File: src/include/u2_ctrl_cfg.svh
// Control plane configuration for the system bus
// Address map, setting addresses, reset values and compatibility number
`ifndef U2_CTRL_CFG_SVH
`define U2_CTRL_CFG_SVH

// Number of top address bits used for slave decoding
`define U2_DECODE_W 6

// Region codes on adr[15:10]
// Settings bus at 0xD400
`define U2_SETTINGS_BASE 6'b110101
// Interrupt controller at 0xD800
`define U2_PIC_BASE 6'b110110
// Status readback at 0xCC00
`define U2_STATUS_BASE 6'b110011

// Setting register addresses, word address adr[9:2]
`define SR_CLK 8'd0
`define SR_SER 8'd1
`define SR_ADC 8'd2
`define SR_LED 8'd3
`define SR_PHY 8'd4
`define SR_LED_SRC 8'd8

// LED source after reset, hardware drives bits 4:1
`define LED_SRC_RESET 8'h1E
// Bumped when the register map changes incompatibly
`define COMPAT_NUM 32'd3

`endif

File: src/u2_ctrl_pkg.sv
// Shared types of the control plane
// Bus, setting and interrupt vector widths
package u2_ctrl_pkg;

   // Byte address on the system bus
   typedef logic [15:0] wb_adr_t;

   // Bus data word
   typedef logic [31:0] wb_dat_t;

   // Setting register address, bus word address bits 9:2
   typedef logic [7:0] set_addr_t;

   // Setting payload
   typedef logic [31:0] set_dat_t;

   // One control byte (clock, serdes, ADC, LED)
   typedef logic [7:0] ctrl_byte_t;

   // Interrupt lines into the PIC
   typedef logic [15:0] irq_t;

endpackage

File: src/wb_slave_if.sv
// Wishbone slave port between the decoder and one slave
`timescale 1ns/1ps

interface wb_slave_if;

   // Request side, driven by the decoder
   u2_ctrl_pkg::wb_adr_t adr;
   u2_ctrl_pkg::wb_dat_t dat_w;
   logic                 we;
   logic                 stb;

   // Response side, driven by the slave
   u2_ctrl_pkg::wb_dat_t dat_r;
   logic                 ack;

   modport master (output adr, dat_w, we, stb, input dat_r, ack);

   modport slave (input adr, dat_w, we, stb, output dat_r, ack);

endinterface

File: src/wb_decoder.sv
// Single master address decoder for the control bus
// Routes strobes, muxes read data, errors on unmapped regions
`timescale 1ns/1ps
`include "u2_ctrl_cfg.svh"

module wb_decoder (
   input  logic                 wb_clk,
   input  logic                 wb_rst,
   input  u2_ctrl_pkg::wb_adr_t wb_adr_i,
   input  u2_ctrl_pkg::wb_dat_t wb_dat_i,
   input  logic                 wb_we_i,
   input  logic                 wb_stb_i,
   output u2_ctrl_pkg::wb_dat_t wb_dat_o,
   output logic                 wb_ack_o,
   output logic                 wb_err_o,
   wb_slave_if.master           set_bus,
   wb_slave_if.master           pic_bus,
   wb_slave_if.master           stat_bus
);

   logic [`U2_DECODE_W-1:0] region;
   logic                    hit_set;
   logic                    hit_pic;
   logic                    hit_stat;
   logic                    unmapped;
   logic                    err_q;

   //////////////////////////////////////////////////////////////////////
   // Region decode
   assign region   = wb_adr_i[15 -: `U2_DECODE_W];
   assign hit_set  = (region == `U2_SETTINGS_BASE);
   assign hit_pic  = (region == `U2_PIC_BASE);
   assign hit_stat = (region == `U2_STATUS_BASE);
   assign unmapped = ~(hit_set | hit_pic | hit_stat);

   // Shared request lines, strobe only to the hit slave
   assign set_bus.adr    = wb_adr_i;
   assign set_bus.dat_w  = wb_dat_i;
   assign set_bus.we     = wb_we_i;
   assign set_bus.stb    = wb_stb_i & hit_set;
   assign pic_bus.adr    = wb_adr_i;
   assign pic_bus.dat_w  = wb_dat_i;
   assign pic_bus.we     = wb_we_i;
   assign pic_bus.stb    = wb_stb_i & hit_pic;
   assign stat_bus.adr   = wb_adr_i;
   assign stat_bus.dat_w = wb_dat_i;
   assign stat_bus.we    = wb_we_i;
   assign stat_bus.stb   = wb_stb_i & hit_stat;

   //////////////////////////////////////////////////////////////////////
   // Response path
   // Only one slave is strobed at a time, so at most one ack
   assign wb_ack_o = set_bus.ack | pic_bus.ack | stat_bus.ack;

   always_comb begin
      if (set_bus.ack) begin
         wb_dat_o = set_bus.dat_r;
      end else if (pic_bus.ack) begin
         wb_dat_o = pic_bus.dat_r;
      end else if (stat_bus.ack) begin
         wb_dat_o = stat_bus.dat_r;
      end else begin
         wb_dat_o = '0;
      end
   end

   // Unmapped cycle, one err pulse then wait for stb to drop
   always_ff @(posedge wb_clk) begin
      if (wb_rst) begin
         err_q <= 1'b0;
      end else begin
         err_q <= wb_stb_i & unmapped & ~err_q;
      end
   end

   assign wb_err_o = err_q;

endmodule

File: src/settings_bus.sv
// Settings bus slave
// Turns bus writes into a one-cycle setting strobe with address and data
`timescale 1ns/1ps

module settings_bus (
   input  logic                   wb_clk,
   input  logic                   wb_rst,
   wb_slave_if.slave              bus,
   output logic                   set_stb_o,
   output u2_ctrl_pkg::set_addr_t set_addr_o,
   output u2_ctrl_pkg::set_dat_t  set_data_o
);

   logic new_cycle;

   // First cycle of a strobe, ack not yet given
   assign new_cycle = bus.stb & ~bus.ack;

   // Single-cycle ack, strobe for writes only
   always_ff @(posedge wb_clk) begin
      if (wb_rst) begin
         bus.ack   <= 1'b0;
         set_stb_o <= 1'b0;
      end else begin
         bus.ack   <= new_cycle;
         set_stb_o <= new_cycle & bus.we;
      end
   end

   // Word address and payload, valid with set_stb_o
   always_ff @(posedge wb_clk) begin
      if (new_cycle & bus.we) begin
         set_addr_o <= bus.adr[9:2];
         set_data_o <= bus.dat_w;
      end
   end

   // Write-only slave
   assign bus.dat_r = '0;

endmodule

File: src/setting_bank.sv
// Setting registers for clock, serdes, ADC, PHY and LED controls
// Also selects each LED between hardware status and software value
`timescale 1ns/1ps
`include "u2_ctrl_cfg.svh"

module setting_bank (
   input  logic                    wb_clk,
   input  logic                    wb_rst,
   input  logic                    set_stb_i,
   input  u2_ctrl_pkg::set_addr_t  set_addr_i,
   input  u2_ctrl_pkg::set_dat_t   set_data_i,
   input  logic                    run_tx_i,
   input  logic                    run_rx_i,
   input  logic                    clk_status_i,
   input  logic                    serdes_link_up_i,
   output u2_ctrl_pkg::ctrl_byte_t clock_outs_o,
   output u2_ctrl_pkg::ctrl_byte_t serdes_outs_o,
   output u2_ctrl_pkg::ctrl_byte_t adc_outs_o,
   output u2_ctrl_pkg::ctrl_byte_t leds_o,
   output logic                    phy_reset_o
);

   u2_ctrl_pkg::ctrl_byte_t led_sw;
   u2_ctrl_pkg::ctrl_byte_t led_src;
   u2_ctrl_pkg::ctrl_byte_t led_hw;

   //////////////////////////////////////////////////////////////////////
   // Setting registers
   // Loaded on the edge after set_stb_i, low byte only
   always_ff @(posedge wb_clk) begin
      if (wb_rst) begin
         clock_outs_o  <= '0;
         serdes_outs_o <= '0;
         adc_outs_o    <= '0;
         led_sw        <= '0;
         phy_reset_o   <= 1'b0;
         led_src       <= `LED_SRC_RESET;
      end else if (set_stb_i) begin
         case (set_addr_i)
            `SR_CLK:     clock_outs_o  <= set_data_i[7:0];
            `SR_SER:     serdes_outs_o <= set_data_i[7:0];
            `SR_ADC:     adc_outs_o    <= set_data_i[7:0];
            `SR_LED:     led_sw        <= set_data_i[7:0];
            // PHY reset keeps bit 0 only
            `SR_PHY:     phy_reset_o   <= set_data_i[0];
            `SR_LED_SRC: led_src       <= set_data_i[7:0];
            // Other addresses belong to nobody here
            default: begin
            end
         endcase
      end
   end

   //////////////////////////////////////////////////////////////////////
   // LED source mux
   // Hardware status word, bit 0 and bits 7:5 have no source
   assign led_hw = {3'b000, run_tx_i, run_rx_i, clk_status_i, serdes_link_up_i, 1'b0};

   // Per bit, 1 = hardware, 0 = software
   assign leds_o = (led_src & led_hw) | (~led_src & led_sw);

endmodule

File: src/pic.sv
// Programmable interrupt controller
// Edge/level and polarity per line, mask, pending, priority index
`timescale 1ns/1ps

module pic (
   input  logic              wb_clk,
   input  logic              wb_rst,
   wb_slave_if.slave         bus,
   input  u2_ctrl_pkg::irq_t irq_i,
   output logic              int_o
);

   u2_ctrl_pkg::irq_t edge_sel;
   u2_ctrl_pkg::irq_t polarity;
   u2_ctrl_pkg::irq_t mask;
   u2_ctrl_pkg::irq_t pending;
   u2_ctrl_pkg::irq_t irq_q;
   u2_ctrl_pkg::irq_t act_d;
   u2_ctrl_pkg::irq_t active;
   u2_ctrl_pkg::irq_t clr;
   u2_ctrl_pkg::irq_t live;
   logic [31:0]       prio;
   logic [2:0]        word;
   logic              wr;

   assign word = bus.adr[4:2];
   assign wr   = bus.stb & bus.we & ~bus.ack;

   //////////////////////////////////////////////////////////////////////
   // Control registers and ack
   always_ff @(posedge wb_clk) begin
      if (wb_rst) begin
         bus.ack  <= 1'b0;
         edge_sel <= '0;
         polarity <= '0;
         mask     <= '0;
      end else begin
         bus.ack <= bus.stb & ~bus.ack;
         if (wr && word == 3'd0) edge_sel <= bus.dat_w[15:0];
         if (wr && word == 3'd1) polarity <= bus.dat_w[15:0];
         if (wr && word == 3'd2) mask     <= bus.dat_w[15:0];
      end
   end

   //////////////////////////////////////////////////////////////////////
   // Pending logic
   // Inputs registered once, then polarity applied
   assign active = irq_q ^ polarity;
   // Write 1 to clear, edge lines only
   assign clr = (wr && word == 3'd3) ? bus.dat_w[15:0] : '0;

   always_ff @(posedge wb_clk) begin
      if (wb_rst) begin
         irq_q   <= '0;
         act_d   <= '0;
         pending <= '0;
      end else begin
         irq_q   <= irq_i;
         act_d   <= active;
         // Level lines follow, edge lines latch rising edges
         pending <= (~edge_sel & active) |
                    (edge_sel & ((pending & ~clr) | (active & ~act_d)));
      end
   end

   assign live  = pending & ~mask;
   assign int_o = |live;

   // Lowest unmasked pending line wins, bit 31 flags none
   always_comb begin
      prio = 32'h8000_0000;
      for (int i = 15; i >= 0; i--) begin
         if (live[i]) prio = 32'(i);
      end
   end

   // Readback
   always_comb begin
      case (word)
         3'd0:    bus.dat_r = {16'h0000, edge_sel};
         3'd1:    bus.dat_r = {16'h0000, polarity};
         3'd2:    bus.dat_r = {16'h0000, mask};
         3'd3:    bus.dat_r = {16'h0000, pending};
         3'd4:    bus.dat_r = prio;
         default: bus.dat_r = '0;
      endcase
   end

endmodule

File: src/status_readback.sv
// Read-only status words
// Free-running cycle counter, compatibility number, irq and strap readback
`timescale 1ns/1ps
`include "u2_ctrl_cfg.svh"

module status_readback (
   input  logic              wb_clk,
   input  logic              wb_rst,
   wb_slave_if.slave         bus,
   input  u2_ctrl_pkg::irq_t irq_i,
   input  logic              sim_mode_i,
   input  logic [3:0]        clock_divider_i
);

   logic [31:0] cycle_count;

   // Counts every wb_clk cycle out of reset
   always_ff @(posedge wb_clk) begin
      if (wb_rst) begin
         cycle_count <= '0;
      end else begin
         cycle_count <= cycle_count + 32'd1;
      end
   end

   // Registered single-cycle ack, writes are ignored
   always_ff @(posedge wb_clk) begin
      if (wb_rst) begin
         bus.ack <= 1'b0;
      end else begin
         bus.ack <= bus.stb & ~bus.ack;
      end
   end

   // Word select on adr[4:2], adr held until ack
   always_comb begin
      case (bus.adr[4:2])
         3'd0:    bus.dat_r = cycle_count;
         3'd1:    bus.dat_r = `COMPAT_NUM;
         3'd2:    bus.dat_r = {16'h0000, irq_i};
         3'd3:    bus.dat_r = {sim_mode_i, 27'd0, clock_divider_i};
         default: bus.dat_r = '0;
      endcase
   end

endmodule

File: src/u2_ctrl_top.sv
// Control plane top level
// System bus decoder, settings, interrupt controller and status readback
`timescale 1ns/1ps

module u2_ctrl_top (
   input  logic                    wb_clk,
   input  logic                    wb_rst,
   // Host bus
   input  u2_ctrl_pkg::wb_adr_t    wb_adr_i,
   input  u2_ctrl_pkg::wb_dat_t    wb_dat_i,
   input  logic                    wb_we_i,
   input  logic                    wb_stb_i,
   output u2_ctrl_pkg::wb_dat_t    wb_dat_o,
   output logic                    wb_ack_o,
   output logic                    wb_err_o,
   // Status and interrupt inputs
   input  u2_ctrl_pkg::irq_t       irq_i,
   input  logic                    run_tx_i,
   input  logic                    run_rx_i,
   input  logic                    clk_status_i,
   input  logic                    serdes_link_up_i,
   input  logic                    sim_mode_i,
   input  logic [3:0]              clock_divider_i,
   output logic                    int_o,
   output u2_ctrl_pkg::ctrl_byte_t leds_o,
   // Board control pins
   output logic                    clock_ready_o,
   output logic [1:0]              clk_en_o,
   output logic [1:0]              clk_sel_o,
   output logic                    ser_enable_o,
   output logic                    ser_prbsen_o,
   output logic                    ser_loopen_o,
   output logic                    ser_rx_en_o,
   output logic                    adc_oe_a_o,
   output logic                    adc_on_a_o,
   output logic                    adc_oe_b_o,
   output logic                    adc_on_b_o,
   output logic                    phy_resetn_o
);

   logic                    set_stb;
   u2_ctrl_pkg::set_addr_t  set_addr;
   u2_ctrl_pkg::set_dat_t   set_data;
   u2_ctrl_pkg::ctrl_byte_t clock_outs;
   u2_ctrl_pkg::ctrl_byte_t serdes_outs;
   u2_ctrl_pkg::ctrl_byte_t adc_outs;
   logic                    phy_reset;

   // One slave port per mapped region
   wb_slave_if set_bus ();
   wb_slave_if pic_bus ();
   wb_slave_if stat_bus ();

   wb_decoder wb_decoder (.wb_clk, .wb_rst, .wb_adr_i, .wb_dat_i, .wb_we_i, .wb_stb_i,
      .wb_dat_o, .wb_ack_o, .wb_err_o, .set_bus, .pic_bus, .stat_bus);

   settings_bus settings_bus (.wb_clk, .wb_rst, .bus(set_bus),
      .set_stb_o(set_stb), .set_addr_o(set_addr), .set_data_o(set_data));

   setting_bank setting_bank (.wb_clk, .wb_rst, .set_stb_i(set_stb), .set_addr_i(set_addr),
      .set_data_i(set_data), .run_tx_i, .run_rx_i, .clk_status_i, .serdes_link_up_i,
      .clock_outs_o(clock_outs), .serdes_outs_o(serdes_outs), .adc_outs_o(adc_outs),
      .leds_o, .phy_reset_o(phy_reset));

   pic pic (.wb_clk, .wb_rst, .bus(pic_bus), .irq_i, .int_o);

   status_readback status_readback (.wb_clk, .wb_rst, .bus(stat_bus), .irq_i,
      .sim_mode_i, .clock_divider_i);

   //////////////////////////////////////////////////////////////////////
   // Control bytes to pins
   assign {clock_ready_o, clk_en_o, clk_sel_o} = clock_outs[4:0];
   assign {ser_enable_o, ser_prbsen_o, ser_loopen_o, ser_rx_en_o} = serdes_outs[3:0];
   assign {adc_oe_a_o, adc_on_a_o, adc_oe_b_o, adc_on_b_o} = adc_outs[3:0];
   // PHY reset pin is active low
   assign phy_resetn_o = ~phy_reset;

endmodule

File: config.mk
export PLATFORM = sky130hd
export DESIGN_NAME = u2_ctrl_top
export DESIGN_NICKNAME = d
export VERILOG_FILES = /design/src/u2_ctrl_pkg.sv /design/src/wb_slave_if.sv /design/src/wb_decoder.sv /design/src/settings_bus.sv /design/src/setting_bank.sv /design/src/pic.sv /design/src/status_readback.sv /design/src/u2_ctrl_top.sv
export VERILOG_INCLUDE_DIRS = /design/src /design/src/include
export SDC_FILE = /design/constraint.sdc
export NUM_CORES = 1
export LEC_CHECK = 0
export BUFFER_PORTS_ARGS = -buffer_cell sky130_fd_sc_hd__buf_2
export CORE_UTILIZATION = 50
export DETAILED_ROUTE_END_ITERATION = 8
export PLACE_DENSITY = 0.76
export SKIP_LAST_GASP = 1
export SYNTH_ARGS = -nofsm -noshare
export SYNTH_HDL_FRONTEND = slang
export SYNTH_SLANG_ARGS = --single-unit
File: constraint.sdc
create_clock -name wb_clk -period 3.1 [get_ports wb_clk]
set_input_delay 0.155 -clock wb_clk [delete_from_list [all_inputs] [get_ports wb_clk]]
set_output_delay 0.155 -clock wb_clk [all_outputs]
set_load 0.01 [all_outputs]
==> run summary <==
Outcome: completed
Row count: 45
Maximum VDD drop: 0.5034 mV
Crit path max-delay family: simple AND/OR/NAND/NOR gates
Placer congestion estimate: 0.9643
Final Routed Wirelength: 20620 um
Final HPWL DP: 13610 um
Comb pwr share: 6.2%
Synthesized cell area: 0.008039 mm^2
Fin. Hold Viols: 0
Post-DRT Antenna Nets: 0
Post-route cell area: 0.009809 mm^2
Cell count after synthesis: 880
Leak: 0.004029 uW
Psw: 1080 uW
Vias in the first global route: 6545
Sw Ratio: 22.35%
Worst path max stage delay: 0.69 ns
DR WL/cell: 16.52 um
Root Driver: clkbuf_16
Top post-synthesis cells by area: dfxtp_1, mux2i_1, edfxtp_1
Antenna Cells: 0
Max Slew Vio Count: 0
TritonRoute pass-1 iters: 5
Setup TNS: 0 ns
Tmin final: 2.433 ns
Htree depth: 4
Filler instances: 1343
Initial antenna violation count: 0
EDFF count, synth: 16
Critical R2R Capture: pic.polarity[11]$_SDFFE_PP0P_
HP Class: in2reg
Area growth, synth to finish: 22.02%
Avg Vias per Cell: 5.470
Synth area leader: dfxtp_1
CTS buffer count: 17
Top_reg_cell synth: dfxtp_1
Core box area: 0.01543 mm^2
Data required, critical path: 3.41 ns
DR vias: 6826
RSZ-0062 raised after global routing: no
Internal: 3752 uW
Worst Hold Endpoint: pic.bus.ack$_SDFF_PP0_
Tot GR Track Use: 26.09%
Clock transition at path regs: 0.07 ns
Post-CTS setup buffers: 0
Max Cap Viol: 0
Setup Skew: 0.007231 ns
Fin crit share: 78.48%
Sequential share of the synthesized area: 46.57%
Buffers on Ports: 115
TritonCTS clock tree: built
FF-to-FF setup slack: 0.79 ns
CP Launch Type: input port
DRC violations left: 0
Synthesized flop and latch total: 179
Pwr/cell area: 492.5 mW/mm^2
Ys Warns: 0
Crit-path cells: dlygate4sd3_1 > buf_2 > nand3b_4 > or3_1 > nor4b_2 > buf_4 > mux2i_1 > nor2_1
Largest net degree at the start of global routing: 74
Cell area after placement: 0.008846 mm^2
Die W: 128.8 um
Crit path max-delay cell type: or3_1
Max Freq: 411.0 MHz
Post-CTS Resized: 0
Post-synth top area share: 40.59%
Post-CTS Hold Buffers: 38
Crit end category: flop
Die area: 0.01659 mm^2
Max Root-Sink Buffers: 2
First-pass GRT wire length: 33170 um
GRT overflow: 0
Slew margin rel.: 30.68%
DRT iter0 DRCs: 496
Nets: 1102
Critical path fanouts, max: 19
Share of cells above drive strength 1: 17.94%
Critical path class: in2reg
IO Count: 134
CP Buf/Inv Count: 3
Reg2reg path depth: 6
Critical path arrival: 2.74 ns
Worst-margin pin slew: 1.030 ns
Die height: 128.8 um
Clock share of power: 44.4%
Final setup violation count: 0
Clk_lat worst skew: 0.43 ns
Distinct cell type count of the synthesized netlist: 56
Post-synth ARST share: 0%
Mean Syn Cell Area: 9.135 um^2
Initial Util: 52.11%
Min-Delay Path Depth: 3
Hold Startpoint: wb_adr_i[15]
Net Count, Synth: 958
Reg power frac: 49.4%
Clock sinks: 179
Reg-to-reg startpoint: pic.bus.ack$_SDFF_PP0_
cells in the final DEF (no fill, tap or decap), types with 22 or more instances in the layout:
master	instances
nor2_1	121
nand2_1	85
xnor2_1	22
buf_2	114
o21ai_0	34
xor2_1	22
a21oi_1	46
dlygate4sd3_1	38
nor2b_1	32
mux2i_1	71
dfxtp_1	163
power groups by stage:
stage / clock network, uW / registers, uW / logic, uW
floorplan: 0 / 2430 / 150
global placement: 0 / 2440 / 254
detailed placement: 0 / 2440 / 255
CTS: 2170 / 2380 / 294
global route: 2290 / 2390 / 324
finish: 2150 / 2390 / 299
kinds of logic after synthesis:
family	after synthesis	synth area share [%]
AND/OR/NAND/NOR	353	22.01
flip-flops	179	46.57
AO/OA/AOI/OAI	159	12.59
multiplexers	83	10.66
buffers and inverters	61	3.222
XOR/XNOR	44	4.794
adder cells (fa/ha/maj)	1	0.1556
layer usage:
layer | vias to the layer above | share of wire [%] | global-route usage, % | wire (um)
li1 | 3344 | - | - | -
met1 | 3228 | 44 | 31.07 | 8986
met2 | 210 | 48 | 44.64 | 9935
met3 | 44 | 5.4 | 6.486 | 1109
met4 | 0 | 2.9 | 11.28 | 588
met5 | - | 0 | 0 | 0
worst max-delay path by stage:
stage | from | to | slack (ns) | cells after the start
2_1_floorplan | settings_bus.bus.ack$_SDFF_PP0_ | settings_bus.set_addr_o[0]$_DFFE_PP_ | 0.73 | 2
3_5_place_dp | settings_bus.set_addr_o[5]$_DFFE_PP_ | setting_bank.led_src[4]$_SDFFE_PP1P_ | 0.77 | 4
3_3_place_gp | settings_bus.set_addr_o[5]$_DFFE_PP_ | setting_bank.led_src[3]$_SDFFE_PP1P_ | 0.80 | 4
5_1_grt | pic.pending[15]$_SDFF_PP0_ | wb_dat_o[31] | 0.58 | 6
4_1_cts | wb_adr_i[10] | pic.polarity[11]$_SDFFE_PP0P_ | 0.70 | 8
6_report | wb_adr_i[10] | pic.polarity[11]$_SDFFE_PP0P_ | 0.67 | 8
metrics by stage:
step / total power [uW] / util [%] / setup slack, ns / hold WS (ns) / std cells
floorplan: 2581 / - / 0.7283 / 0.2317 / 880
global placement: 2690 / 57.34 / 0.8039 / 0.3409 / 1178
detailed placement: 2692 / 57.34 / 0.7744 / 0.3388 / 1178
CTS: 4852 / 63.58 / 0.6953 / 0.01385 / 1248
global route: 5003 / 63.58 / 0.5804 / 0.009685 / 1248
finish: 4831 / 63.58 / 0.6671 / 0.02632 / 1248
flip-flops by register name (all words and copies together) (netlist names):
| signal | count |
|---|---|
| status_readback.bus.ack | 1 |
| pic.polarity | 16 |
| pic.bus.ack | 1 |
| setting_bank.adc_outs_o | 4 |
| settings_bus.bus.ack | 1 |
| settings_bus.set_data_o | 8 |
| settings_bus.set_stb_o | 1 |
| settings_bus.set_addr_o | 8 |
| setting_bank.serdes_outs_o | 4 |
| pic.pending | 16 |
| pic.irq_q | 16 |
| pic.mask | 16 |
| setting_bank.led_sw | 8 |
| setting_bank.clock_outs_o | 5 |
| setting_bank.phy_reset_o | 1 |
| pic.edge_sel | 16 |
| status_readback.cycle_count | 32 |
| setting_bank.led_src | 8 |
| wb_decoder.wb_err_o | 1 |
| pic.act_d | 16 |
synth_stat cells (all sizes together), types with 17 or more instances:
library cell / instances
nand2b: 19
nor2: 121
a31oi: 17
and2: 19
o21ai: 34
dfxtp: 163
xor2: 22
nor2b: 32
a21oi: 46
mux2i: 71
xnor2: 22
clkbuf: 35
nand2: 85
worst reg2reg max path, stage by stage (launching register included):
cell and delay, ns:
dfxtp_1 0.31, nand3b_1 0.18, or3_1 0.66, nor4b_2 0.34
buf_4 0.39, mux2i_1 0.26, nor2_1 0.06
layout make-up:
class | count | area [um^2] | share of cell area (%)
Sequential cell | 179 | 3744 | 38.16
Inverter | 14 | 52.55 | 0.5357
Tap cell | 211 | 264.0 | 2.691
Clock buffer | 24 | 481.7 | 4.911
Multi-Input combinational cell | 640 | 4053 | 41.31
Timing Repair Buffer | 172 | 1114 | 11.35
Clock inverter | 8 | 101.3 | 1.033
No activity file was read; power rests on OpenSTA's default activity.
